===== src/source/core_config.svh =====
`ifndef CORE_CONFIG_SVH
`define CORE_CONFIG_SVH

// Data path and address width
`define XLEN 32

// Architectural registers, x0 reads as zero
`define REG_NUM 32

// Word counts, word index taken from address bit 2 upward
`define IMEM_DEPTH 64
`define DMEM_DEPTH 64

`endif

===== src/source/core_pkg.sv =====
package core_pkg;

    // Major opcodes of the supported subset
    typedef enum logic [6:0] {
        OP     = 7'b0110011,
        OP_IMM = 7'b0010011,
        LOAD   = 7'b0000011,
        STORE  = 7'b0100011,
        BRANCH = 7'b1100011,
        JAL    = 7'b1101111
    } opcode_e;

    // funct3 for register and immediate arithmetic
    typedef enum logic [2:0] {
        F3_ADD = 3'b000,
        F3_SLL = 3'b001,
        F3_SLT = 3'b010,
        F3_XOR = 3'b100,
        F3_SRL = 3'b101,
        F3_OR  = 3'b110,
        F3_AND = 3'b111
    } funct3_e;

    localparam logic [6:0] F7_ALT = 7'b0100000; // SUB variant

    typedef enum logic [3:0] {
        ALU_ADD,
        ALU_SUB,
        ALU_AND,
        ALU_OR,
        ALU_XOR,
        ALU_SLT,
        ALU_SLL,
        ALU_SRL
    } alu_op_e;

    typedef struct packed {
        logic [6:0] funct7;
        logic [4:0] rs2;
        logic [4:0] rs1;
        logic [2:0] funct3;
        logic [4:0] rd;
        logic [6:0] opcode;
    } inst_r_t;

    // S, B and J immediates are rebuilt from imm, rd, rs1 and funct3
    typedef struct packed {
        logic [11:0] imm;
        logic [4:0]  rs1;
        logic [2:0]  funct3;
        logic [4:0]  rd;
        logic [6:0]  opcode;
    } inst_i_t;

    typedef union packed {
        inst_r_t r;
        inst_i_t i;
    } inst_u;

    typedef struct packed {
        alu_op_e alu_op;
        logic    use_imm;
        logic    mem_read;
        logic    mem_write;
        logic    reg_write;
        logic    is_branch;
        logic    is_jal;
        logic    uses_rs1;
        logic    uses_rs2;
    } ctrl_t;

endpackage


===== src/source/bypass_if.sv =====
`timescale 1ns/1ps
`include "core_config.svh"

// Results on their way back to decode
interface bypass_if;
    logic [$clog2(`REG_NUM)-1:0] ex_rd;
    logic                        ex_reg_write; // Valid, writes a nonzero rd
    logic                        ex_is_load;
    logic [`XLEN-1:0]            ex_result;

    logic [$clog2(`REG_NUM)-1:0] mm_rd;
    logic                        mm_reg_write;
    logic [`XLEN-1:0]            mm_data;      // Load data or ALU result

    modport execute (
        output ex_rd, ex_reg_write, ex_is_load, ex_result
    );

    modport memory (
        output mm_rd, mm_reg_write, mm_data
    );

    modport decode (
        input ex_rd, ex_reg_write, ex_is_load, ex_result,
        input mm_rd, mm_reg_write, mm_data
    );
endinterface


===== src/source/stage_mm.sv =====
`timescale 1ns/1ps
`include "core_config.svh"

module stage_mm (
    input  logic                        clk,
    input  logic                        rst_n,
    input  core_pkg::ctrl_t             mm_ctrl,
    input  logic [$clog2(`REG_NUM)-1:0] mm_rd,
    input  logic [`XLEN-1:0]            mm_result,
    input  logic [`XLEN-1:0]            mm_store,
    input  logic                        mm_valid,
    bypass_if.memory                    byp,
    output logic                        wb_valid,
    output logic [$clog2(`REG_NUM)-1:0] wb_rd,
    output logic [`XLEN-1:0]            wb_data
);
    localparam int DAW = $clog2(`DMEM_DEPTH);

    logic [`XLEN-1:0] dmem [`DMEM_DEPTH];
    logic [DAW-1:0]   dm_idx;
    logic [`XLEN-1:0] load_data;
    logic [`XLEN-1:0] sel_data;
    logic             wr_en;

    assign dm_idx = mm_result[DAW+1:2]; // Word index from the computed address

    always_ff @(posedge clk) begin
        if (mm_valid && mm_ctrl.mem_write) begin
            dmem[dm_idx] <= mm_store;
        end
    end

    assign load_data = dmem[dm_idx];

    // Writeback select, also what decode sees as mm_data
    assign sel_data = mm_ctrl.mem_read ? load_data : mm_result;

    assign wr_en = mm_valid && mm_ctrl.reg_write && (mm_rd != '0);

    assign byp.mm_rd        = mm_rd;
    assign byp.mm_reg_write = wr_en;
    assign byp.mm_data      = sel_data;

    // MEM/WB
    always_ff @(posedge clk or negedge rst_n) begin
        if (!rst_n) begin
            wb_valid <= 1'b0;
        end else begin
            wb_valid <= wr_en;
        end
    end

    always_ff @(posedge clk) begin
        wb_rd   <= mm_rd;
        wb_data <= sel_data;
    end

endmodule


===== src/flat_wrapper.sv =====
// flat-port wrapper written by rule: the top's interface ports become plain ports
module stage_mm_flat 
  (clk, rst_n, mm_ctrl, mm_rd, mm_result, mm_store, mm_valid, wb_valid, wb_rd, wb_data, byp_mm_rd, byp_mm_reg_write, byp_mm_data);
  bypass_if byp_i ();
  input  logic clk;
  input  logic rst_n;
  input  core_pkg::ctrl_t mm_ctrl;
  input  logic [$clog2(`REG_NUM)-1:0] mm_rd;
  input  logic [`XLEN-1:0] mm_result;
  input  logic [`XLEN-1:0] mm_store;
  input  logic mm_valid;
  output logic wb_valid;
  output logic [$clog2(`REG_NUM)-1:0] wb_rd;
  output logic [`XLEN-1:0] wb_data;
  output wire logic [$bits(byp_i.mm_rd)-1:0] byp_mm_rd;
  output wire logic [$bits(byp_i.mm_reg_write)-1:0] byp_mm_reg_write;
  output wire logic [$bits(byp_i.mm_data)-1:0] byp_mm_data;
  assign byp_mm_rd = byp_i.mm_rd;
  assign byp_mm_reg_write = byp_i.mm_reg_write;
  assign byp_mm_data = byp_i.mm_data;
  stage_mm u_core (.clk(clk), .rst_n(rst_n), .mm_ctrl(mm_ctrl), .mm_rd(mm_rd), .mm_result(mm_result), .mm_store(mm_store), .mm_valid(mm_valid), .byp(byp_i), .wb_valid(wb_valid), .wb_rd(wb_rd), .wb_data(wb_data));
endmodule

===== config.mk =====
export PLATFORM = sky130hd
export DESIGN_NAME = stage_mm_flat
export DESIGN_NICKNAME = d
export VERILOG_FILES = /design/src/source/core_pkg.sv /design/src/source/bypass_if.sv /design/src/source/stage_mm.sv /design/src/flat_wrapper.sv
export VERILOG_INCLUDE_DIRS = /design/src /design/src/source
export SDC_FILE = /design/constraint.sdc
export NUM_CORES = 2
export LEC_CHECK = 0
export ABC_CLOCK_PERIOD_IN_PS = 2700
export BUFFER_PORTS_ARGS = -buffer_cell sky130_fd_sc_hd__clkbuf_2
export CELL_PAD_IN_SITES_DETAIL_PLACEMENT = 0
export CELL_PAD_IN_SITES_GLOBAL_PLACEMENT = 2
export CORE_MARGIN = 4
export CORE_UTILIZATION = 40
export DETAILED_ROUTE_END_ITERATION = 6
export PLACE_DENSITY_LB_ADDON = 0.15
export SYNTH_ARGS = -nofsm -noshare
export SYNTH_HDL_FRONTEND = slang
export SYNTH_SLANG_ARGS = --single-unit

===== constraint.sdc =====
create_clock -name clk -period 2.7 [get_ports clk]
set_input_delay 0.27 -clock clk [delete_from_list [all_inputs] [get_ports clk]]
set_output_delay 0.27 -clock clk [all_outputs]
set_load 0.02 [all_outputs]

Word level (Yosys, flattened, before mapping) --
Memory sizes are Yosys's and may differ from the RTL's. Cells that the tools add are included.
Storage, ports and cells: register bits 38, RAM bits 2048, input bits 84, output and inout port bits 76, word-level logic and storage cells 11, memories kept 1
Memories:
- u_core.dmem | words 64, width 32, rd ports 1, clocked after Yosys merged registers in 0, write ports 1, RTL line stage_mm.sv:19 | logic [`XLEN-1:0] dmem [`DMEM_DEPTH];
Operators by class: mux-type cells 3, reduce and logical (&&, ||, !) cells 4
Operators with widths (number):
- 32-bit 2-to-1 mux | 1
- 5-bit nonzero test | 1
- 1-bit logical AND | 3
- 1-bit 2-to-1 mux | 2

Depth between registers and ports, before layout --
word-level depth 3, depth in mapped cells 11

Worst setup path before layout --
No wires, ideal clock.
kind input port to flip-flop, from in mm_result[4], to mem u_core.dmem[12][0] (netlist bit), enable pin, library setup time 0.421 ns, arrival time 2.936 ns, required time 2.279 ns, slack -0.657 ns, cell stages on the path 8, cell sequence buf_4 -> buf_4 -> buf_6 -> buf_2 -> buf_2 -> buf_2 -> nand3_1 -> nor2_1
RTL lines:
- start, declared | RTL line flat_wrapper.sv:9 | input logic [`XLEN-1:0] mm_result;
- end, declared | RTL line stage_mm.sv:19
No word-level cell before the write port.

Final worst setup path --
from mem u_core.dmem[4][16] (netlist bit), to out byp_mm_data[16]
Between the ends: cells in the longest elaborated chain, start to end 2
Ends and longest elaborated chain:
- memory 64 x 32 bit
- 32-bit 2-to-1 mux | RTL line stage_mm.sv:36 | assign sel_data = mm_ctrl.mem_read ? load_data : mm_result;
- end, declared | RTL line flat_wrapper.sv:17 | output wire logic [$bits(byp_i.mm_data)-1:0] byp_mm_data;
No other way between the ends.

==> flow_metrics.env <==
export IMPL_detail_route_vias_per_cell=6.08
export IMPL_grt_antenna_before_repair=22
export IMPL_route_detailed_wl_per_inst_um=37.9
export IMPL_maximum_number_of_pins_on_one_net_before_global_route_repair=65
export IMPL_power_share_sequential_pct=50.6
export IMPL_number_of_hold_violations_in_the_final_report=0
export IMPL_synth_enable_flop_cells=2048
export IMPL_register_area_share_after_synthesis_pct=77.9
export IMPL_worst_ir_drop_on_vdd_mv=0.533
export IMPL_share_comb_of_total_power_pct=8.0
export IMPL_asyncSetResetFlopFracSynth_pct=0.0479
export IMPL_regToRegSetupSlack_ps=-60
export IMPL_grt_first_pass_wirelength_um=411000
export IMPL_ys_dominant_reg_cell="edfxtp_1"
export IMPL_synth_yosys_warnings=0
export IMPL_gp_congestion=0.846
export IMPL_maxSlewViolCount=0
export IMPL_max_clock_path_buffers=3
export IMPL_synthToLayoutAreaGrowth_pct=27.4
export IMPL_timing_reg2reg_worst_path_depth=9
export IMPL_final_cell_area_mm2=0.102
export IMPL_synthesis_instances=4237
export IMPL_worstSetupEndpointType="primary output"
export IMPL_dp_worst_setup_slack_ps=-1300
export IMPL_drt_initial_drc_count=6791
export IMPL_clock_tree_root_cell="clkbuf_16"
export IMPL_fin_nets=5318
export IMPL_commonest_cells_after_routing_fill_and_taps_aside="2048 x edfxtp_1, 631 x buf_4, 243 x buf_12"
export IMPL_tritoncts_clock_tree="done"
export IMPL_setup_viol=33
export IMPL_antenna_left=0
export IMPL_core_area_mm2=0.198
export IMPL_die_width_um=455
export IMPL_finalWirelength_um=306000
export IMPL_port_buffers=150
export IMPL_fin_hold_ws_ps=51.7
export IMPL_vert_die_dim_um=455
export IMPL_fill_cells=16100
export IMPL_critical_path_reg2reg_startpoint="u_core.dmem[4][16]$_DFFE_PP_"
export IMPL_worst_skew_pair_late_latency_ps=870
export IMPL_worst_setup_path_type="reg -> out"
export IMPL_rsz0062_at_grt="true"
export IMPL_period_share_pct=134
export IMPL_synth_net_count=4321
export IMPL_violations="negative setup slack"
export IMPL_post_synth_num_cell_types=72
export IMPL_required_ps=2430
export IMPL_max_slew_margin_pct=12.3
export IMPL_gr_usage_all_layers_pct=29.2
export IMPL_number_of_cells_traversed_by_the_worst_hold_path=2
export IMPL_clk_network_pwr_share_pct=41.4
export IMPL_max_cap_viol_count=0
export IMPL_worst_slack_ps=-924
export IMPL_pwr_density_cell_mw_per_mm2=694
export IMPL_period_minus_slack_ps=3620
export IMPL_mostFrequentLayoutCell="edfxtp_1"
export IMPL_min_delay_start="mm_store[12]"
export IMPL_worstReg2RegEnd="u_core.wb_data[16]$_DFF_P_"
export IMPL_cts_inserted_buffers=217
export IMPL_clock_fmax_mhz=276
export IMPL_gr_total_overflow=0
export IMPL_skew_ps=32.1
export IMPL_run_status="finished, violations left"
export IMPL_cp_start_kind="register"
export IMPL_dieArea_mm2=0.207
export IMPL_layout_drive_gt1_share_pct=36.0
export IMPL_clk_pin_slew_ps=60
export IMPL_timing_critical_path_arrival_ps=3350
export IMPL_leakage_nw=33.9
export IMPL_worstHoldPathType="in -> reg"
export IMPL_std_cell_rows=163
export IMPL_worstHoldEndpoint="u_core.dmem[10][12]$_DFFE_PP_"
export IMPL_num_vias=49100
export IMPL_p_switching_mw=16.2
export IMPL_post_route_util_pct=51.4
export IMPL_switching_share_pct=23.0
export IMPL_worst_slew_pin_slew_ps=1320
export IMPL_cts_htree_levels=4
export IMPL_cellInternalPower_mw=54.4
export IMPL_grt_pass1_vias=47200
export IMPL_post_synth_cell_area_avg_um2=18.9
export IMPL_post_dp_cell_area_mm2=0.0928
export IMPL_place_detailed_hpwl_um=200000
export IMPL_dr_pass1_iters=6
export IMPL_ys_seq_elements=2086
export IMPL_initial_core_util_pct=40.3
export IMPL_clock_sinks=2086
export IMPL_ioPinCount=160
export IMPL_drc_errors=0
export IMPL_timing_critical_path_fanout_max=2
export IMPL_synthesis_area_mm2=0.0799
## cell type report
| cell class | count | area [µm²] | share of cell area (%) |
|---|---|---|---|
| sequential | 2086 | 62300 | 61.2 |
| multi-input combinational | 1843 | 18000 | 17.6 |
| timing repair buffer | 1081 | 11300 | 11.1 |
| clock buffer | 279 | 5820 | 5.71 |
| tap | 2640 | 3300 | 3.24 |
| clock inverter | 131 | 1080 | 1.06 |
| inverter | 5 | 31.3 | 0.0307 |
| antenna | 7 | 17.5 | 0.0172 |
## flip-flops by register name, indices dropped and copies added (netlist names)
signal	cells
u_core.wb_data	32
u_core.wb_rd	5
u_core.dmem	2048
u_core.wb_valid	1
## how the worst max path moves through the flow
stage	startpoint	to	slack [ps]	cells past startpoint
floorplan	mm_result[2]	u_core.dmem[0][0]$_DFFE_PP_	-460	5
global placement	mm_result[4]	byp_mm_data[2]	-1350	11
detailed placement	mm_result[2]	byp_mm_data[2]	-1300	12
CTS	u_core.dmem[34][16]$_DFFE_PP_	byp_mm_data[16]	-900	7
global route	u_core.dmem[34][16]$_DFFE_PP_	byp_mm_data[16]	-910	7
finish	u_core.dmem[4][16]$_DFFE_PP_	byp_mm_data[16]	-920	8
## power groups by stage
stage	sequential, mW	combinational (mW)	clock (mW)
4_1_cts	35.8	5.51	29.6
3_5_place_dp	36.5	5.16	0
3_3_place_gp	36.4	5.14	0
2_1_floorplan	36.5	1.92	0
6_report	35.8	5.66	29.2
5_1_grt	35.8	5.83	31.0
## kinds of logic (layout without fill, tap and decap cells)
logic type / Yosys count / in the layout / synth area share [%]
buffers and inverters: 308 / 1496 / 2.08
and+or+nand+nor: 368 / 368 / 2.02
DFF: 2086 / 2086 / 77.9
AOI/OAI and AO/OA: 948 / 948 / 8.77
muxes: 527 / 527 / 9.21
other: 0 / 7 / 0
## cell usage after synthesis (all sizes together) (3+ instances only)
library cell     n  share of area, %
a211o            6             0.066
o2bb2ai         17              0.19
a21oi          115              0.72
nor3             7             0.044
a32oi            3             0.033
a22oi          166               1.6
buf            212               1.6
a211oi          15              0.14
a221o           34              0.43
mux2i          192               2.4
a22o            30              0.33
a21o             5             0.047
nand4           12             0.094
mux4           148               4.2
a222oi           4             0.050
nand2b           5             0.039
nand3b           5             0.047
inv              4             0.019
a221oi         245               2.7
o21ai          114              0.71
dfxtp           37              0.93
clkbuf          91              0.43
o31ai            3             0.028
o211ai           9             0.085
nor2           199              0.94
o22ai           89              0.70
a31oi           21              0.16
mux2           187               2.6
and3            12             0.094
o2111ai          4             0.044
o32a            18              0.23
or2              3             0.023
nor2b            7             0.055
nand3           18              0.11
a311oi           3             0.033
o221ai          16              0.18
o22a            11              0.12
a41oi            6             0.066
and2             7             0.055
nand2           78              0.37
edfxtp        2048                77
## per-layer routing
metal / vias up / share of wire, % / GRT usage, %
li1: 19800 / - / -
met3: 423 / 8.9 / 5.71
met1: 26300 / 42 / 41.8
met5: - / 0.023 / 0
met2: 2540 / 46 / 45.7
met4: 10 / 2.9 / 8.28
## worst max-delay path: stages, from the launching register on
cell and delay (ps):
edfxtp_1 360, a22oi_1 420, o22ai_1 130, o21ai_0 180
buf_4 130, nand4_1 370, buf_4 310, o32a_1 410
clkbuf_8 190
## repair_timing
action                     CTS  global route
setup endpoints to repair   34            32
resized for setup          286            80
pin swaps                   95            41
cloned                       0             1
hold endpoints to repair   239             0
hold buffers                42             0
setup buffers                2             5
## per-stage QoR
stage | setup TNS, ps | total power, mW | std cells
after floorplan | -512260 | 38.5 | 4237
after global placement | -42970 | 41.6 | 7623
after detailed placement | -45010 | 41.6 | 7623
after CTS | -17040 | 70.9 | 8059
after global routing | -17640 | 72.5 | 8070
final | -15090 | 70.6 | 8072
(Power assumes the default switching activity.)
