$ cat src/source/core_config.svh
`ifndef CORE_CONFIG_SVH
`define CORE_CONFIG_SVH

// Data path and address width
`define XLEN 32

// Architectural registers, x0 reads as zero
`define REG_NUM 32

// Word counts, word index taken from address bit 2 upward
`define IMEM_DEPTH 64
`define DMEM_DEPTH 64

`endif
$ cat src/source/core_pkg.sv
package core_pkg;

    // Major opcodes of the supported subset
    typedef enum logic [6:0] {
        OP     = 7'b0110011,
        OP_IMM = 7'b0010011,
        LOAD   = 7'b0000011,
        STORE  = 7'b0100011,
        BRANCH = 7'b1100011,
        JAL    = 7'b1101111
    } opcode_e;

    // funct3 for register and immediate arithmetic
    typedef enum logic [2:0] {
        F3_ADD = 3'b000,
        F3_SLL = 3'b001,
        F3_SLT = 3'b010,
        F3_XOR = 3'b100,
        F3_SRL = 3'b101,
        F3_OR  = 3'b110,
        F3_AND = 3'b111
    } funct3_e;

    localparam logic [6:0] F7_ALT = 7'b0100000; // SUB variant

    typedef enum logic [3:0] {
        ALU_ADD,
        ALU_SUB,
        ALU_AND,
        ALU_OR,
        ALU_XOR,
        ALU_SLT,
        ALU_SLL,
        ALU_SRL
    } alu_op_e;

    typedef struct packed {
        logic [6:0] funct7;
        logic [4:0] rs2;
        logic [4:0] rs1;
        logic [2:0] funct3;
        logic [4:0] rd;
        logic [6:0] opcode;
    } inst_r_t;

    // S, B and J immediates are rebuilt from imm, rd, rs1 and funct3
    typedef struct packed {
        logic [11:0] imm;
        logic [4:0]  rs1;
        logic [2:0]  funct3;
        logic [4:0]  rd;
        logic [6:0]  opcode;
    } inst_i_t;

    typedef union packed {
        inst_r_t r;
        inst_i_t i;
    } inst_u;

    typedef struct packed {
        alu_op_e alu_op;
        logic    use_imm;
        logic    mem_read;
        logic    mem_write;
        logic    reg_write;
        logic    is_branch;
        logic    is_jal;
        logic    uses_rs1;
        logic    uses_rs2;
    } ctrl_t;

endpackage

$ cat src/source/bypass_if.sv
`timescale 1ns/1ps
`include "core_config.svh"

// Results on their way back to decode
interface bypass_if;
    logic [$clog2(`REG_NUM)-1:0] ex_rd;
    logic                        ex_reg_write; // Valid, writes a nonzero rd
    logic                        ex_is_load;
    logic [`XLEN-1:0]            ex_result;

    logic [$clog2(`REG_NUM)-1:0] mm_rd;
    logic                        mm_reg_write;
    logic [`XLEN-1:0]            mm_data;      // Load data or ALU result

    modport execute (
        output ex_rd, ex_reg_write, ex_is_load, ex_result
    );

    modport memory (
        output mm_rd, mm_reg_write, mm_data
    );

    modport decode (
        input ex_rd, ex_reg_write, ex_is_load, ex_result,
        input mm_rd, mm_reg_write, mm_data
    );
endinterface

$ cat src/source/stage_ex.sv
`timescale 1ns/1ps
`include "core_config.svh"

module stage_ex (
    input  logic                        clk,
    input  logic                        rst_n,
    input  core_pkg::ctrl_t             ex_ctrl,
    input  logic [$clog2(`REG_NUM)-1:0] ex_rd,
    input  logic [`XLEN-1:0]            ex_a,
    input  logic [`XLEN-1:0]            ex_b,
    input  logic [`XLEN-1:0]            ex_store,
    input  logic [`XLEN-1:0]            ex_pc4,
    input  logic                        ex_valid,
    bypass_if.execute                   byp,
    output core_pkg::ctrl_t             mm_ctrl,
    output logic [$clog2(`REG_NUM)-1:0] mm_rd,
    output logic [`XLEN-1:0]            mm_result,
    output logic [`XLEN-1:0]            mm_store,
    output logic                        mm_valid
);
    logic [`XLEN-1:0] alu_a;
    logic [`XLEN-1:0] alu_y;
    logic             wr_en;

    // JAL link value enters as operand a
    assign alu_a = ex_ctrl.is_jal ? ex_pc4 : ex_a;

    always_comb begin
        case (ex_ctrl.alu_op)
            core_pkg::ALU_ADD: alu_y = alu_a + ex_b;
            core_pkg::ALU_SUB: alu_y = alu_a - ex_b;
            core_pkg::ALU_AND: alu_y = alu_a & ex_b;
            core_pkg::ALU_OR:  alu_y = alu_a | ex_b;
            core_pkg::ALU_XOR: alu_y = alu_a ^ ex_b;
            core_pkg::ALU_SLT: alu_y = `XLEN'($signed(alu_a) < $signed(ex_b));
            core_pkg::ALU_SLL: alu_y = alu_a << ex_b[4:0];
            core_pkg::ALU_SRL: alu_y = alu_a >> ex_b[4:0];
            default:           alu_y = '0;
        endcase
    end

    assign wr_en = ex_valid && ex_ctrl.reg_write && (ex_rd != '0);

    assign byp.ex_rd        = ex_rd;
    assign byp.ex_reg_write = wr_en;
    assign byp.ex_is_load   = wr_en && ex_ctrl.mem_read; // Decode stalls on this one
    assign byp.ex_result    = alu_y;

    // EX/MEM
    always_ff @(posedge clk or negedge rst_n) begin
        if (!rst_n) begin
            mm_valid <= 1'b0;
            mm_ctrl  <= '0;
        end else begin
            mm_valid <= ex_valid;
            mm_ctrl  <= ex_ctrl;
        end
    end

    always_ff @(posedge clk) begin
        mm_rd     <= ex_rd;
        mm_result <= alu_y;
        mm_store  <= ex_store;
    end

endmodule

$ cat src/flat_wrapper.sv
// flat-port wrapper written by rule: the top's interface ports become plain ports
module stage_ex_flat 
  (clk, rst_n, ex_ctrl, ex_rd, ex_a, ex_b, ex_store, ex_pc4, ex_valid, mm_ctrl, mm_rd, mm_result, mm_store, mm_valid, byp_ex_rd, byp_ex_reg_write, byp_ex_is_load, byp_ex_result);
  bypass_if byp_i ();
  input  logic clk;
  input  logic rst_n;
  input  core_pkg::ctrl_t ex_ctrl;
  input  logic [$clog2(`REG_NUM)-1:0] ex_rd;
  input  logic [`XLEN-1:0] ex_a;
  input  logic [`XLEN-1:0] ex_b;
  input  logic [`XLEN-1:0] ex_store;
  input  logic [`XLEN-1:0] ex_pc4;
  input  logic ex_valid;
  output core_pkg::ctrl_t mm_ctrl;
  output logic [$clog2(`REG_NUM)-1:0] mm_rd;
  output logic [`XLEN-1:0] mm_result;
  output logic [`XLEN-1:0] mm_store;
  output logic mm_valid;
  output wire logic [$bits(byp_i.ex_rd)-1:0] byp_ex_rd;
  output wire logic [$bits(byp_i.ex_reg_write)-1:0] byp_ex_reg_write;
  output wire logic [$bits(byp_i.ex_is_load)-1:0] byp_ex_is_load;
  output wire logic [$bits(byp_i.ex_result)-1:0] byp_ex_result;
  assign byp_ex_rd = byp_i.ex_rd;
  assign byp_ex_reg_write = byp_i.ex_reg_write;
  assign byp_ex_is_load = byp_i.ex_is_load;
  assign byp_ex_result = byp_i.ex_result;
  stage_ex u_core (.clk(clk), .rst_n(rst_n), .ex_ctrl(ex_ctrl), .ex_rd(ex_rd), .ex_a(ex_a), .ex_b(ex_b), .ex_store(ex_store), .ex_pc4(ex_pc4), .ex_valid(ex_valid), .byp(byp_i), .mm_ctrl(mm_ctrl), .mm_rd(mm_rd), .mm_result(mm_result), .mm_store(mm_store), .mm_valid(mm_valid));
endmodule
$ cat config.mk
export PLATFORM = sky130hd
export DESIGN_NAME = stage_ex_flat
export DESIGN_NICKNAME = d
export VERILOG_FILES = /design/src/source/core_pkg.sv /design/src/source/bypass_if.sv /design/src/source/stage_ex.sv /design/src/flat_wrapper.sv
export VERILOG_INCLUDE_DIRS = /design/src /design/src/source
export SDC_FILE = /design/constraint.sdc
export NUM_CORES = 1
export LEC_CHECK = 0
export ABC_CLOCK_PERIOD_IN_PS = 8700
export BUFFER_PORTS_ARGS = -buffer_cell sky130_fd_sc_hd__buf_2
export CAP_MARGIN = 20
export CORE_MARGIN = 1.5
export CORE_UTILIZATION = 30
export CTS_CLUSTER_DIAMETER = 40
export DETAILED_ROUTE_END_ITERATION = 10
export GPL_TIMING_DRIVEN = 0
export SYNTH_ARGS = -nofsm -noshare
export SYNTH_HDL_FRONTEND = slang
export SYNTH_SLANG_ARGS = --single-unit
export TNS_END_PERCENT = 10
$ cat constraint.sdc
create_clock -name clk -period 8.7 [get_ports clk]
set_clock_uncertainty 0.1 [all_clocks]
set_input_delay 2.175 -clock clk [delete_from_list [all_inputs] [get_ports clk]]
set_output_delay 2.175 -clock clk [all_outputs]
set_load 0.02 [all_outputs]
Word-level counts from Yosys, hierarchy flattened
Index checks and enable logic that the tools add are counted.

Output and inout bits: 121. Logic and storage cells: 35. Input bits: 148. Bits in registers: 82.

Add/sub/neg operators: 2. Shift-type cells: 2. Bitwise gates (word level): 3. Muxes and demuxes: 2. Reduce and logical (&&, ||, !) cells: 5. Eq/ne operators: 7. Order comparisons: 1.

Operators with widths (number): case mux 32 bit (8 select lines) (1); adder 32 bit (1); bitwise AND 32 bit (1); less-than comparator 32 bit (1); 2-to-1 mux 32 bit (1); OR 32 bit (1); left shift 32 x 5 -> 32 bit (1); right shift 32 x 5 -> 32 bit (1); subtractor 32 bit (1); XOR 32 bit (1); == test 4 x 3 -> 1 bit, second input constant (4); == test 4 x 2 -> 1 bit, second input constant (2); nonzero test 5 bit (1); == test 4 x 1 -> 1 bit, second input constant (1); zero test 4 bit (1); logical AND 1 bit (3).

Depth between registers and ports, before layout
Word-level depth: 3. Depth in mapped cells: 16.

Least setup slack after synthesis
Ideal clock, no wire load.

Path type: input to output. From: in ex_ctrl[2] (netlist bit). To: out byp_ex_result[25]. Setup slack: 0.517 ns. Stages on the path: 15. Arrival time: 5.908 ns. Data required time: 6.425 ns. Buffers on the path: 5. Cell sequence: buf_4 > buf_2 > buf_2 > buf_2 > mux2i_1 > inv_1 > ha_1 > clkbuf_1 > o311ai_0 > o22ai_1 > o31ai_1 > o21ai_0 > o211ai_1 > a31oi_1 > o31ai_1.

Cells in the longest elaborated chain, start to end: 3. Elaborated cells between the ends (all ways): 9.

Ends and longest elaborated chain: from (decl) (RTL line flat_wrapper.sv:7) `input core_pkg::ctrl_t ex_ctrl;`; 2-to-1 mux 32 bit (*) (RTL line stage_ex.sv:26) `assign alu_a = ex_ctrl.is_jal ? ex_pc4 : ex_a;`; subtractor 32 bit (tied with other cells) (RTL line stage_ex.sv:31) `core_pkg::ALU_SUB: alu_y = alu_a - ex_b;`; case mux 32 bit (8 select lines) (*) (RTL line stage_ex.sv:29) `case (ex_ctrl.alu_op)`; to (decl) (RTL line flat_wrapper.sv:22) `output wire logic [$bits(byp_i.ex_result)-1:0] byp_ex_result;`.

Mark *: on every way between the ends. The rest lies on a longest branch, timed or not.

Worst setup path after layout
From: in ex_ctrl[2] (netlist bit). To: out byp_ex_result[26].

The elaborated chain is that of the path after synthesis.

==> impl_metrics.json <==
{
  "status": "completed",
  "grt_setup_unrepaired": "yes",
  "hpwl_mm": 47.1,
  "first_iter_violations": 1417,
  "rows": 70,
  "grtUsageTotal": 0.289,
  "n_fill_cell": 3907,
  "setup_slack_ns": 0.119,
  "core_um2": 36800,
  "worst_hold_slack_ns": 1.56,
  "cp_top_family": "compound AO/OA/AOI/OAI gates",
  "start_util": 0.307,
  "startpoint_type": "primary input",
  "grt_max_degree": 20,
  "async_flop_share": 0.159,
  "end_kind": "primary output",
  "hold_violations": 0,
  "relSlewSlack": 0.231,
  "drc": 0,
  "grt_overflow": 0,
  "utilization": 0.376,
  "gp_congestion": 1.03,
  "worst_path_largest_cell_delay_ns": 0.44,
  "crit_path_start": "ex_ctrl[2]",
  "htree_levels": 3,
  "synth-main-ff-cell": "dfxtp_1",
  "vias_per_cell": 6.02,
  "ctsHoldBuffers": 0,
  "die_y_um": 197,
  "clockBufferDepth": 2,
  "firstDrtPassIters": 5,
  "netlist-cell-type-count": 87,
  "crit_arrival_ns": 6.31,
  "clockRootBuffer": "clkbuf_16",
  "hold_path.class": "primary input to asynchronous set/reset pin",
  "grt_pass1_wl_mm": 82.5,
  "io_pins": 269,
  "worstPathRequired_ns": 6.43,
  "vdd_ir_drop_max_mv": 0.0940,
  "p_leak_nw": 6.29,
  "avgSynthCellArea_um2": 7.97,
  "yosysWarnings": 0,
  "drt-total-wl_mm": 57.2,
  "syn-num-nets": 1676,
  "chipWidth_um": 197,
  "clk_pin_slew_ns": 0.09,
  "drv_cap": 0,
  "critPathBufInv": 8,
  "fin_crit_ns": 8.58,
  "numPortBuffers": 268,
  "crit_fanout": 10,
  "drive_gt1_frac": 0.273,
  "worst_pin_slew_ns": 1.14,
  "syn_inst": 1417,
  "place_ws_ns": -1.50,
  "fmax_ghz": 0.117,
  "final_nets": 1957,
  "synth-edff-count": 0,
  "antenna_found_initial": 4,
  "final_antenna_net_count": 0,
  "synth.cell_area_um2": 11300,
  "cts_tree": "yes",
  "power_density_nw_per_um2": 130,
  "cts_buffers": 9,
  "ys_seq_area_frac": 0.151,
  "vias": 13100,
  "worstSetupPathType": "primary input to primary output",
  "wl_per_cell_um": 26.3,
  "slowest_stage": "fa_1",
  "setup_viol": 0,
  "fin_crit_sh": 0.986,
  "drv_slew": 0,
  "grt_pass1_vias": 12200,
  "cts.sinks": 82,
  "ys_ff_latch": 82,
  "crit_chain": "buf_2 > buf_6 > buf_8 > buf_8 > mux2_2 > inv_1 > ha_1 > inv_1 > fa_1 > nand2b_1 > a221oi_2 > o211ai_1 > buf_4 > o31ai_4 > a211o_1 > a22oi_2 > mux2_2 > o221ai_2 > buf_2",
  "syn2layout_area_growth_pct": 22.6,
  "die_area_um2": 38800
}
## synthesized netlist by cell type, types with 6 or more instances
master | number | area share
xor2_1 | 6 | 0.0047
o31ai_1 | 9 | 0.0060
mux2i_1 | 95 | 0.084
buf_4 | 8 | 0.0053
a22oi_1 | 17 | 0.011
nand3_1 | 27 | 0.012
o21ai_0 | 89 | 0.039
nand2_1 | 107 | 0.036
a221o_1 | 9 | 0.0080
o22ai_1 | 9 | 0.0050
xnor2_1 | 17 | 0.013
dfxtp_1 | 69 | 0.12
inv_1 | 95 | 0.032
nand4_1 | 7 | 0.0039
mux4_2 | 50 | 0.10
o221ai_1 | 16 | 0.012
ha_1 | 109 | 0.12
or3_1 | 8 | 0.0044
o21a_1 | 8 | 0.0053
buf_1 | 14 | 0.0047
dfrtp_1 | 13 | 0.029
nor3_1 | 33 | 0.015
a221oi_1 | 17 | 0.013
nor2_1 | 153 | 0.051
o211ai_1 | 27 | 0.018
and3_1 | 8 | 0.0044
a211oi_1 | 18 | 0.012
nor4_1 | 9 | 0.0050
or2_2 | 8 | 0.0044
a21oi_1 | 100 | 0.044
nand2b_1 | 15 | 0.0083
clkbuf_1 | 53 | 0.018
a21o_1 | 20 | 0.013
mux2_2 | 31 | 0.031
a31oi_1 | 19 | 0.011
buf_2 | 18 | 0.0080
o21bai_1 | 9 | 0.0060
## registers in the layout (all words and copies together) (netlist names)
signal            count
u_core.mm_rd          5
u_core.mm_store      32
u_core.mm_ctrl       12
u_core.mm_valid       1
u_core.mm_result     32
## final timing paths
path / end / slack (ns) / cells after the start
worst max-delay path: byp_ex_result[26] / 0.12 / 19
worst min-delay path: u_core.mm_ctrl[7] / 1.56 / 1
max in group asynchronous: u_core.mm_ctrl[11] / 6.69 / 1
min in group clk: u_core.mm_store[8] / 1.79 / 1
## placed cells by master, fill, tap and decap left out, types with 33 or more instances in the layout
master	Yosys	final
a21oi_1	100	99
buf_2	18	280
clkbuf_1	53	46
dfxtp_1	69	69
ha_1	109	108
inv_1	95	95
mux2i_1	95	86
mux4_2	50	50
nand2_1	107	107
nor2_1	153	153
nor3_1	33	33
o21ai_0	89	89
## what timing repair did
action / in CTS / in global routing
resized for setup: 53 / 15
setup buffers: 4 / 1
endpoints found under the setup margin: 22 / 15
pin swaps: 4 / 2
## cell type report
type                       count  area [µm²]  area share
antenna                        1        2.50    0.000181
buffer                        93         492      0.0355
clock buffer                  11         243      0.0175
clock inverter                 5        37.5     0.00271
inverter                      99         378      0.0273
multi-input combinational   1138        9000       0.651
sequential                    82        1710       0.123
tap                          468         586      0.0423
timing repair buffer         275        1390       0.101
## layer usage
layer  vias up  track usage  wire length (µm)
li1       5806            -                 -
met1      6327        0.381             23700
met2       806        0.458             25300
met3       123       0.0479              5180
met4         4        0.140              2970
met5         -            0                31
## power by group
group | total, W | internal (W) | leakage [nW] | switching, W
clock network | 0.000396 | 0.000203 | 0.129 | 0.000193
registers | 0.000415 | 0.000408 | 0.729 | 0.00000701
logic | 0.000982 | 0.000342 | 5.44 | 0.000640
total | 0.00179 | 0.000953 | 6.29 | 0.000839
## metrics by stage
| step | instance area, µm² | power (W) | std cells | TNS, ns |
|---|---|---|---|---|
| CTS | 13800 | 0.00177 | 2170 | -0.0562 |
| detailed placement | 13200 | 0.00135 | 2153 | -17.00 |
| finish | 13800 | 0.00179 | 2172 | 0 |
| global placement | 13200 | 0.00135 | 2153 | -17.02 |
| global route | 13800 | 0.00188 | 2171 | -0.0598 |
| floorplan | 11300 | 0.00101 | 1417 | 0 |
## logic make-up after synthesis
group / synth area share
adders and majority gates: 0.124
xor gates and xnor gates: 0.0178
AOI/OAI and AO/OA: 0.248
muxes: 0.216
buffers and inverters: 0.0740
and+or+nand+nor: 0.168
DFF: 0.151
No activity file was read; power rests on OpenSTA's default activity.
