$ cat config.mk
export PLATFORM = sky130hd
export DESIGN_NAME = stage_id_flat
export DESIGN_NICKNAME = d
export VERILOG_FILES = /design/src/source/core_pkg.sv /design/src/source/bypass_if.sv /design/src/source/stage_id.sv /design/src/flat_wrapper.sv
export VERILOG_INCLUDE_DIRS = /design/src /design/src/source
export SDC_FILE = /design/constraint.sdc
export NUM_CORES = 2
export LEC_CHECK = 0
export BUFFER_PORTS_ARGS = -buffer_cell sky130_fd_sc_hd__buf_2
export CAP_MARGIN = 10
export CORE_MARGIN = 1.5
export CORE_UTILIZATION = 35
export CTS_CLUSTER_SIZE = 30
export DETAILED_ROUTE_END_ITERATION = 6
export SYNTH_ARGS = -nofsm -noshare
export SYNTH_HDL_FRONTEND = slang
export SYNTH_SLANG_ARGS = --single-unit
$ cat constraint.sdc
create_clock -name clk -period 11.4 [get_ports clk]
set_input_delay 2.28 -clock clk [delete_from_list [all_inputs] [get_ports clk]]
set_output_delay 2.28 -clock clk [all_outputs]
set_load 0.02 [all_outputs]
$ cat src/source/core_config.svh
`ifndef CORE_CONFIG_SVH
`define CORE_CONFIG_SVH

// Data path and address width
`define XLEN 32

// Architectural registers, x0 reads as zero
`define REG_NUM 32

// Word counts, word index taken from address bit 2 upward
`define IMEM_DEPTH 64
`define DMEM_DEPTH 64

`endif
$ cat src/source/core_pkg.sv
package core_pkg;

    // Major opcodes of the supported subset
    typedef enum logic [6:0] {
        OP     = 7'b0110011,
        OP_IMM = 7'b0010011,
        LOAD   = 7'b0000011,
        STORE  = 7'b0100011,
        BRANCH = 7'b1100011,
        JAL    = 7'b1101111
    } opcode_e;

    // funct3 for register and immediate arithmetic
    typedef enum logic [2:0] {
        F3_ADD = 3'b000,
        F3_SLL = 3'b001,
        F3_SLT = 3'b010,
        F3_XOR = 3'b100,
        F3_SRL = 3'b101,
        F3_OR  = 3'b110,
        F3_AND = 3'b111
    } funct3_e;

    localparam logic [6:0] F7_ALT = 7'b0100000; // SUB variant

    typedef enum logic [3:0] {
        ALU_ADD,
        ALU_SUB,
        ALU_AND,
        ALU_OR,
        ALU_XOR,
        ALU_SLT,
        ALU_SLL,
        ALU_SRL
    } alu_op_e;

    typedef struct packed {
        logic [6:0] funct7;
        logic [4:0] rs2;
        logic [4:0] rs1;
        logic [2:0] funct3;
        logic [4:0] rd;
        logic [6:0] opcode;
    } inst_r_t;

    // S, B and J immediates are rebuilt from imm, rd, rs1 and funct3
    typedef struct packed {
        logic [11:0] imm;
        logic [4:0]  rs1;
        logic [2:0]  funct3;
        logic [4:0]  rd;
        logic [6:0]  opcode;
    } inst_i_t;

    typedef union packed {
        inst_r_t r;
        inst_i_t i;
    } inst_u;

    typedef struct packed {
        alu_op_e alu_op;
        logic    use_imm;
        logic    mem_read;
        logic    mem_write;
        logic    reg_write;
        logic    is_branch;
        logic    is_jal;
        logic    uses_rs1;
        logic    uses_rs2;
    } ctrl_t;

endpackage

$ cat src/source/bypass_if.sv
`timescale 1ns/1ps
`include "core_config.svh"

// Results on their way back to decode
interface bypass_if;
    logic [$clog2(`REG_NUM)-1:0] ex_rd;
    logic                        ex_reg_write; // Valid, writes a nonzero rd
    logic                        ex_is_load;
    logic [`XLEN-1:0]            ex_result;

    logic [$clog2(`REG_NUM)-1:0] mm_rd;
    logic                        mm_reg_write;
    logic [`XLEN-1:0]            mm_data;      // Load data or ALU result

    modport execute (
        output ex_rd, ex_reg_write, ex_is_load, ex_result
    );

    modport memory (
        output mm_rd, mm_reg_write, mm_data
    );

    modport decode (
        input ex_rd, ex_reg_write, ex_is_load, ex_result,
        input mm_rd, mm_reg_write, mm_data
    );
endinterface

$ cat src/source/stage_id.sv
`timescale 1ns/1ps
`include "core_config.svh"

module stage_id (
    input  logic                        clk,
    input  logic                        rst_n,
    input  logic [`XLEN-1:0]            pc,
    input  core_pkg::inst_u             inst,
    input  logic                        inst_valid,
    bypass_if.decode                    byp,
    input  logic                        wb_valid,
    input  logic [$clog2(`REG_NUM)-1:0] wb_rd,
    input  logic [`XLEN-1:0]            wb_data,
    output logic                        stall,
    output logic                        redirect,
    output logic [`XLEN-1:0]            target,
    output core_pkg::ctrl_t             ex_ctrl,
    output logic [$clog2(`REG_NUM)-1:0] ex_rd,
    output logic [`XLEN-1:0]            ex_a,
    output logic [`XLEN-1:0]            ex_b,
    output logic [`XLEN-1:0]            ex_store,
    output logic [`XLEN-1:0]            ex_pc4,
    output logic                        ex_valid
);
    localparam int RAW = $clog2(`REG_NUM);

    logic [`XLEN-1:0] id_pc;
    core_pkg::inst_u  id_inst;
    logic             id_valid;

    logic [`XLEN-1:0] regs [`REG_NUM];
    logic [RAW-1:0]   rs [2];
    logic [`XLEN-1:0] opnd [2];

    core_pkg::ctrl_t  dec;
    core_pkg::ctrl_t  ctrl;
    logic [`XLEN-1:0] imm_i, imm_s, imm_b, imm_j;
    logic             taken;

    function automatic core_pkg::alu_op_e alu_sel(input logic [2:0] f3, input logic alt);
        case (core_pkg::funct3_e'(f3))
            core_pkg::F3_ADD: alu_sel = alt ? core_pkg::ALU_SUB : core_pkg::ALU_ADD;
            core_pkg::F3_SLL: alu_sel = core_pkg::ALU_SLL;
            core_pkg::F3_SLT: alu_sel = core_pkg::ALU_SLT;
            core_pkg::F3_XOR: alu_sel = core_pkg::ALU_XOR;
            core_pkg::F3_SRL: alu_sel = core_pkg::ALU_SRL;
            core_pkg::F3_OR:  alu_sel = core_pkg::ALU_OR;
            core_pkg::F3_AND: alu_sel = core_pkg::ALU_AND;
            default:          alu_sel = core_pkg::ALU_ADD;
        endcase
    endfunction

    // IF/ID, held during a load-use stall
    always_ff @(posedge clk or negedge rst_n) begin
        if (!rst_n) begin
            id_valid <= 1'b0;
        end else if (!stall) begin
            id_valid <= inst_valid; // Low after a redirect
        end
    end

    always_ff @(posedge clk) begin
        if (!stall) begin
            id_pc   <= pc;
            id_inst <= inst;
        end
    end

    always_comb begin
        dec        = '0;
        dec.alu_op = core_pkg::ALU_ADD;
        case (id_inst.r.opcode)
            core_pkg::OP: begin
                dec.alu_op    = alu_sel(id_inst.r.funct3, id_inst.r.funct7 == core_pkg::F7_ALT);
                dec.reg_write = 1'b1;
                dec.uses_rs1  = 1'b1;
                dec.uses_rs2  = 1'b1;
            end
            core_pkg::OP_IMM: begin
                dec.alu_op    = alu_sel(id_inst.i.funct3, 1'b0);
                dec.use_imm   = 1'b1;
                dec.reg_write = 1'b1;
                dec.uses_rs1  = 1'b1;
            end
            core_pkg::LOAD: begin
                dec.use_imm   = 1'b1;
                dec.mem_read  = 1'b1;
                dec.reg_write = 1'b1;
                dec.uses_rs1  = 1'b1;
            end
            core_pkg::STORE: begin
                dec.use_imm   = 1'b1;
                dec.mem_write = 1'b1;
                dec.uses_rs1  = 1'b1;
                dec.uses_rs2  = 1'b1;
            end
            core_pkg::BRANCH: begin
                dec.is_branch = 1'b1;
                dec.uses_rs1  = 1'b1;
                dec.uses_rs2  = 1'b1;
            end
            core_pkg::JAL: begin
                dec.is_jal    = 1'b1;
                dec.reg_write = 1'b1;
            end
            default: ;
        endcase
        ctrl = id_valid ? dec : '0; // Bubbles carry no control
    end

    assign imm_i = {{(`XLEN-12){id_inst.i.imm[11]}}, id_inst.i.imm};
    assign imm_s = {{(`XLEN-12){id_inst.i.imm[11]}}, id_inst.i.imm[11:5], id_inst.i.rd};
    assign imm_b = {{(`XLEN-12){id_inst.i.imm[11]}}, id_inst.i.rd[0], id_inst.i.imm[10:5],
                    id_inst.i.rd[4:1], 1'b0};
    assign imm_j = {{(`XLEN-20){id_inst.i.imm[11]}}, id_inst.i.rs1, id_inst.i.funct3,
                    id_inst.i.imm[0], id_inst.i.imm[10:1], 1'b0};

    // Register file, x0 never written since wb_valid excludes it
    always_ff @(posedge clk or negedge rst_n) begin
        if (!rst_n) begin
            for (int k = 0; k < `REG_NUM; k++) begin
                regs[k] <= '0;
            end
        end else if (wb_valid) begin
            regs[wb_rd] <= wb_data;
        end
    end

    assign rs[0] = id_inst.r.rs1;
    assign rs[1] = id_inst.r.rs2;

    // Youngest producer first
    always_comb begin
        for (int k = 0; k < 2; k++) begin
            if (byp.ex_reg_write && byp.ex_rd == rs[k]) begin
                opnd[k] = byp.ex_result;
            end else if (byp.mm_reg_write && byp.mm_rd == rs[k]) begin
                opnd[k] = byp.mm_data;
            end else if (wb_valid && wb_rd == rs[k]) begin
                opnd[k] = wb_data; // Write-through
            end else begin
                opnd[k] = regs[rs[k]];
            end
        end
    end

    // Load data is not ready until the load reaches memory
    assign stall = byp.ex_is_load &&
                   ((ctrl.uses_rs1 && byp.ex_rd == rs[0]) ||
                    (ctrl.uses_rs2 && byp.ex_rd == rs[1]));

    assign taken    = ctrl.is_jal || (ctrl.is_branch && opnd[0] == opnd[1]);
    assign redirect = taken && !stall;
    assign target   = id_pc + (ctrl.is_jal ? imm_j : imm_b);

    // ID/EX
    always_ff @(posedge clk or negedge rst_n) begin
        if (!rst_n) begin
            ex_valid <= 1'b0;
            ex_ctrl  <= '0;
        end else begin
            ex_valid <= id_valid && !stall;
            ex_ctrl  <= stall ? '0 : ctrl;
        end
    end

    always_ff @(posedge clk) begin
        ex_rd    <= id_inst.r.rd;
        ex_a     <= opnd[0];
        ex_store <= opnd[1];
        ex_pc4   <= id_pc + `XLEN'(4);
        if (ctrl.is_jal) begin
            ex_b <= '0;  // Link value passes the adder unchanged
        end else if (ctrl.use_imm) begin
            ex_b <= ctrl.mem_write ? imm_s : imm_i;
        end else begin
            ex_b <= opnd[1];
        end
    end

endmodule

$ cat src/flat_wrapper.sv
// flat-port wrapper written by rule: the top's interface ports become plain ports
module stage_id_flat 
  (clk, rst_n, pc, inst, inst_valid, wb_valid, wb_rd, wb_data, stall, redirect, target, ex_ctrl, ex_rd, ex_a, ex_b, ex_store, ex_pc4, ex_valid, byp_ex_rd, byp_ex_reg_write, byp_ex_is_load, byp_ex_result, byp_mm_rd, byp_mm_reg_write, byp_mm_data);
  bypass_if byp_i ();
  input  logic clk;
  input  logic rst_n;
  input  logic [`XLEN-1:0] pc;
  input  core_pkg::inst_u inst;
  input  logic inst_valid;
  input  logic wb_valid;
  input  logic [$clog2(`REG_NUM)-1:0] wb_rd;
  input  logic [`XLEN-1:0] wb_data;
  output logic stall;
  output logic redirect;
  output logic [`XLEN-1:0] target;
  output core_pkg::ctrl_t ex_ctrl;
  output logic [$clog2(`REG_NUM)-1:0] ex_rd;
  output logic [`XLEN-1:0] ex_a;
  output logic [`XLEN-1:0] ex_b;
  output logic [`XLEN-1:0] ex_store;
  output logic [`XLEN-1:0] ex_pc4;
  output logic ex_valid;
  input wire logic [$bits(byp_i.ex_rd)-1:0] byp_ex_rd;
  input wire logic [$bits(byp_i.ex_reg_write)-1:0] byp_ex_reg_write;
  input wire logic [$bits(byp_i.ex_is_load)-1:0] byp_ex_is_load;
  input wire logic [$bits(byp_i.ex_result)-1:0] byp_ex_result;
  input wire logic [$bits(byp_i.mm_rd)-1:0] byp_mm_rd;
  input wire logic [$bits(byp_i.mm_reg_write)-1:0] byp_mm_reg_write;
  input wire logic [$bits(byp_i.mm_data)-1:0] byp_mm_data;
  assign byp_i.ex_rd = byp_ex_rd;
  assign byp_i.ex_reg_write = byp_ex_reg_write;
  assign byp_i.ex_is_load = byp_ex_is_load;
  assign byp_i.ex_result = byp_ex_result;
  assign byp_i.mm_rd = byp_mm_rd;
  assign byp_i.mm_reg_write = byp_mm_reg_write;
  assign byp_i.mm_data = byp_mm_data;
  stage_id u_core (.clk(clk), .rst_n(rst_n), .pc(pc), .inst(inst), .inst_valid(inst_valid), .byp(byp_i), .wb_valid(wb_valid), .wb_rd(wb_rd), .wb_data(wb_data), .stall(stall), .redirect(redirect), .target(target), .ex_ctrl(ex_ctrl), .ex_rd(ex_rd), .ex_a(ex_a), .ex_b(ex_b), .ex_store(ex_store), .ex_pc4(ex_pc4), .ex_valid(ex_valid));
endmodule
# Word-level counts from Yosys, hierarchy flattened

Cells that the tools add are included.

Register bits: 1,235
Bits in latches: 0
RAM bits: 0
Bits in read-only memories: 0
Input port bits: 182
Output and inout port bits: 180
Word-level logic and storage cells: 132
Memories kept: 0

Add/subtract/negate cells: 2
Multiply operators: 0
Divide/modulo/power cells: 0
Order comparisons: 4
Equality and inequality tests: 20
Shift operators: 0
Muxes and demuxes: 32
Bitwise logic cells: 3
Reduce and logical (&&, ||, !) cells: 21

Operator list:

| cell                                                                  | count |
|---|---|
| 1024-bit bitwise mux                                                  | 1 |
| 32-bit two-way mux                                                    | 12 |
| 32-bit binary-select mux with 5-bit select                            | 2 |
| 32-bit demux with 5-bit select                                        | 1 |
| 32-bit by 3-bit adder with 32-bit output (second input constant)      | 1 |
| 32-bit adder                                                          | 1 |
| 32-bit == test                                                        | 1 |
| 5-bit == test                                                         | 6 |
| 4-bit case mux with 7 select lines                                    | 1 |
| 12-bit two-way mux                                                    | 2 |
| 7-bit by 6-bit == test with 1-bit output (second input constant)      | 3 |
| 20-bit two-way mux                                                    | 1 |
| 6-bit greater-or-equal comparator (second input constant)             | 3 |
| 5-bit NOT with 6-bit output                                           | 3 |
| 3-bit case mux with 6 select lines                                    | 1 |
| 7-bit == test (second input constant)                                 | 2 |
| 1-bit logical AND                                                     | 13 |
| 3-bit == test (second input constant)                                 | 4 |
| 1-bit two-way mux                                                     | 9 |
| 4-bit case mux with 2 select lines                                    | 1 |
| 7-bit by 2-bit == test with 1-bit output (second input constant)      | 1 |
| 7-bit by 5-bit == test with 1-bit output (second input constant)      | 1 |
| 6-bit by 1-bit < comparator with 1-bit output (second input constant) | 1 |
| 3-bit OR reduction                                                    | 2 |
| 8 further kinds                                                       | 9 |

# Depth between registers and ports, before layout

Depth after elaboration: 11
Mapped depth: 20
Depth with buffers taken out: 18

# Worst setup path before layout

Ideal clock, no wire load.

Path type: input to output
Start point: in wb_rd[4]
End point: out redirect
Data arrival time: 4,781 ps
Data required time: 9,120 ps
Setup slack: 4,339 ps
Cell stages on the path: 13
Buffers on the path: 3
Cell sequence: clkbuf_1 > xor2_1 > nor4_2 > and2_1 > buf_2 > clkbuf_1 > a2111o_1 > o2111ai_1 > xor2_1 > nor4_1 > nand4_1 > nor3b_1 > a21o_1

RTL lines:

| what               | line               | text |
|---|---|---|
| start: declaration | flat_wrapper.sv:11 | `` input logic [$clog2(`REG_NUM)-1:0] wb_rd; `` |
| end: declaration   | flat_wrapper.sv:14 | `output logic redirect;` |

==> results.json <==
{
  "outcome": "finished, final reports clean",
  "globalRouteTotalUtil_pct": 27.4,
  "hpwlAfterDp_um": 167000,
  "p_int_mw": 9.51,
  "gp_congestion": 0.997,
  "ios": 362,
  "yosysWarnings": 0,
  "finalSetupTns_ns": 0,
  "grt_pass1_vias": 45000,
  "worstPathMaxFanout": 16,
  "cts_resized": 0,
  "cp.arrival_ns": 7.44,
  "p_sw_share_pct": 29.8,
  "worst_ir_drop_vdd_uv": 176,
  "dp_cells": 7136,
  "grt_pass1_wl_um": 359000,
  "crit_path_cell_trace": "buf_2 -> xor2_1 -> nor4_2 -> and2_1 -> nand3_1 -> o2111ai_1 -> xor2_1 -> nor4_1 -> nand4_1 -> nor3b_1 -> a21o_1 -> buf_2",
  "p_clk_share_pct": 35.0,
  "ctsHtreeMaxLevel": 4,
  "power_mw": 13.6,
  "seqPwrFrac_pct": 43.3,
  "clockBufferDepth": 3,
  "synth_edf_count": 64,
  "slowest_delay_ns": 0.82,
  "grt_overflow": 0,
  "ys_types": 83,
  "cts_sinks": 1234,
  "seqCellArea_um2": 30500,
  "antenna_found_initial": 55,
  "rsz0062_at_grt": "false",
  "max_cap_violations": 0,
  "fmax_ghz": 0.103,
  "wire_per_inst_um": 34.8,
  "drt_iter0_drc": 4899,
  "criticalPathCategory": "input pin to output pin",
  "synth.largest_area_cell": "dfrtp_1",
  "layout.nets": 5030,
  "fin_crit_ns": 9.72,
  "postCtsHoldBufs": 0,
  "cts_tree": "yes",
  "start_util_pct": 35.2,
  "synth_nets": 4855,
  "clock_latency_ns": 0.80,
  "post_cts_buffers": 0,
  "synthArstFlopShare_pct": 84.0,
  "ys_top_cells_by_area": "dfrtp_1 40%, mux4_2 17%, mux2_2 16%",
  "first_pass_iters": 6,
  "power_density_nw_per_um2": 186,
  "die_area_um2": 186000,
  "crit_required_ns": 9.12,
  "ys_ff_latch": 1234,
  "synth_top_area_share_pct": 40.3,
  "crit_slowest_cell": "nand3_1",
  "hold_viol_final": 0,
  "period_share_pct": 85.2,
  "clock_skew_ns": 0.0303,
  "start_kind": "input pin",
  "fill_cells": 17000,
  "cts.clk_slew.worst_paths_ns": 0.06,
  "die_w_um": 432,
  "avgSynthCellArea_um2": 13.9,
  "final_cells": 7414,
  "yosysSeqAreaShare_pct": 47.5,
  "p_leak_nw": 31.2,
  "worst_pin_slew_ns": 1.33,
  "maxSlewHeadroom_pct": 11.2,
  "areaGrowthSynthToFinish_pct": 13.6,
  "ant_nets": 0,
  "multi_input_area_um2": 31700,
  "drv_slew": 0,
  "synth-main-ff-cell": "dfrtp_1",
  "rows": 157,
  "fp.coreArea_um2": 183000,
  "cp-end-kind": "output pin",
  "critPathBufInv": 2,
  "hp-class": "register to register",
  "cts-root-buf": "clkbuf_16",
  "wl_um": 258000,
  "switchingPower_mw": 4.05,
  "layout_commonest_cell": "dfrtp_1",
  "pwr-share-comb_pct": 21.7,
  "synthesis.area_um2": 64300,
  "setup_viol": 0,
  "critical-path-top-delay-family": "simple AND/OR/NAND/NOR gates",
  "avgViaCountPerCell": 6.12,
  "syn_inst": 4641,
  "die_y_um": 432,
  "cts_made_buffers": 142,
  "r2r_slack_ns": 6.07,
  "final_cell_mix": "1,037 x dfrtp_1, 940 x mux2_2, 494 x mux4_2, 359 x buf_2, 211 x nand2_1",
  "io_buffer_count": 360,
  "via_count": 45400,
  "drive_above_1_share_pct": 44.7,
  "grt_max_degree": 168,
  "post-route-drc-count": 0
}
==> worst paths after layout <==
kind / end / start / cells past startpoint
max: redirect / wb_rd[4] / 12
min: u_core.ex_pc4[0] / u_core.id_pc[0] / 0
max reg2reg: u_core.ex_b[1] / u_core.id_inst[24] / 9
min reg2reg: u_core.ex_pc4[0] / u_core.id_pc[0] / 0
max in group asynchronous: u_core.regs[487] / rst_n / 3
min in group asynchronous: u_core.regs[983] / rst_n / 1
==> state kept, by name (all words and copies together), names as in the netlist <==
| name | flops |
|---|---|
| u_core.ex_pc4 | 32 |
| u_core.ex_ctrl | 11 |
| u_core.ex_valid | 1 |
| u_core.regs | 1024 |
| u_core.id_valid | 1 |
| u_core.ex_b | 32 |
| u_core.ex_store | 32 |
| u_core.id_inst | 32 |
| u_core.ex_a | 32 |
| u_core.id_pc | 32 |
| u_core.ex_rd | 5 |
==> cell families (layout without fill, tap and decap cells) <==
logic type               after synthesis  in the layout  synth area share (%)
buffers and inverters                488            776                  3.68
multiplexers                        1560           1560                  35.7
XOR/XNOR                             121            121                  1.65
AO/OA/AOI/OAI                        583            583                  6.28
other                                  1             22               0.00583
flip-flops                          1234           1234                  47.5
AND/OR/NAND/NOR                      622            622                  4.55
adder cells (fa/ha/maj)               32             32                 0.634
==> power groups by stage <==
stage	Combinational (mW)	Sequential, mW	Clock [mW]
detailed placement	2.90	5.91	0
global route	3.09	5.94	4.98
floorplan	1.92	5.76	0
global placement	2.86	5.86	0
CTS	2.91	5.83	4.80
finish	2.94	5.87	4.75
==> metrics by stage <==
step	hold slack (ns)	setup WS, ns	util [%]	cell area [um^2]
finish	0.370	1.68	39.9	73100
global route	0.391	1.66	39.9	73000
CTS	0.376	1.86	39.9	73000
detailed placement	0.362	1.92	37.3	68200
global placement	0.358	1.99	37.3	68200
floorplan	0.349	4.34	-	64300
==> layer usage <==
layer / wire length (um) / global-route usage, % / up-vias
li1: - / - / 18100
met1: 97700 / 34.3 / 24100
met2: 116000 / 41.2 / 2500
met3: 22700 / 6.61 / 693
met4: 21500 / 20.1 / 24
met5: 150 / 0 / -
==> cell usage after synthesis, types with 80 or more instances <==
cell      instances
xnor2_1          81
o21ai_0         121
nand2_1         227
dfxtp_1         133
mux2i_1         126
mux4_2          494
a22oi_1         155
mux2_2          940
clkbuf_1        277
dfrtp_1        1037
nor2_1          141
a21oi_1          80
==> cell type report <==
cell class,instances,area share [%]
well taps,2464,4.22
flip-flops and latches,1234,41.8
repair buffers,470,3.80
clock buffers,215,5.80
multi-input cells,2919,43.3
clock inverters,42,0.721
inverters,49,0.253
diodes,21,0.0719
Note: power is estimated with default switching activity, not from simulation.
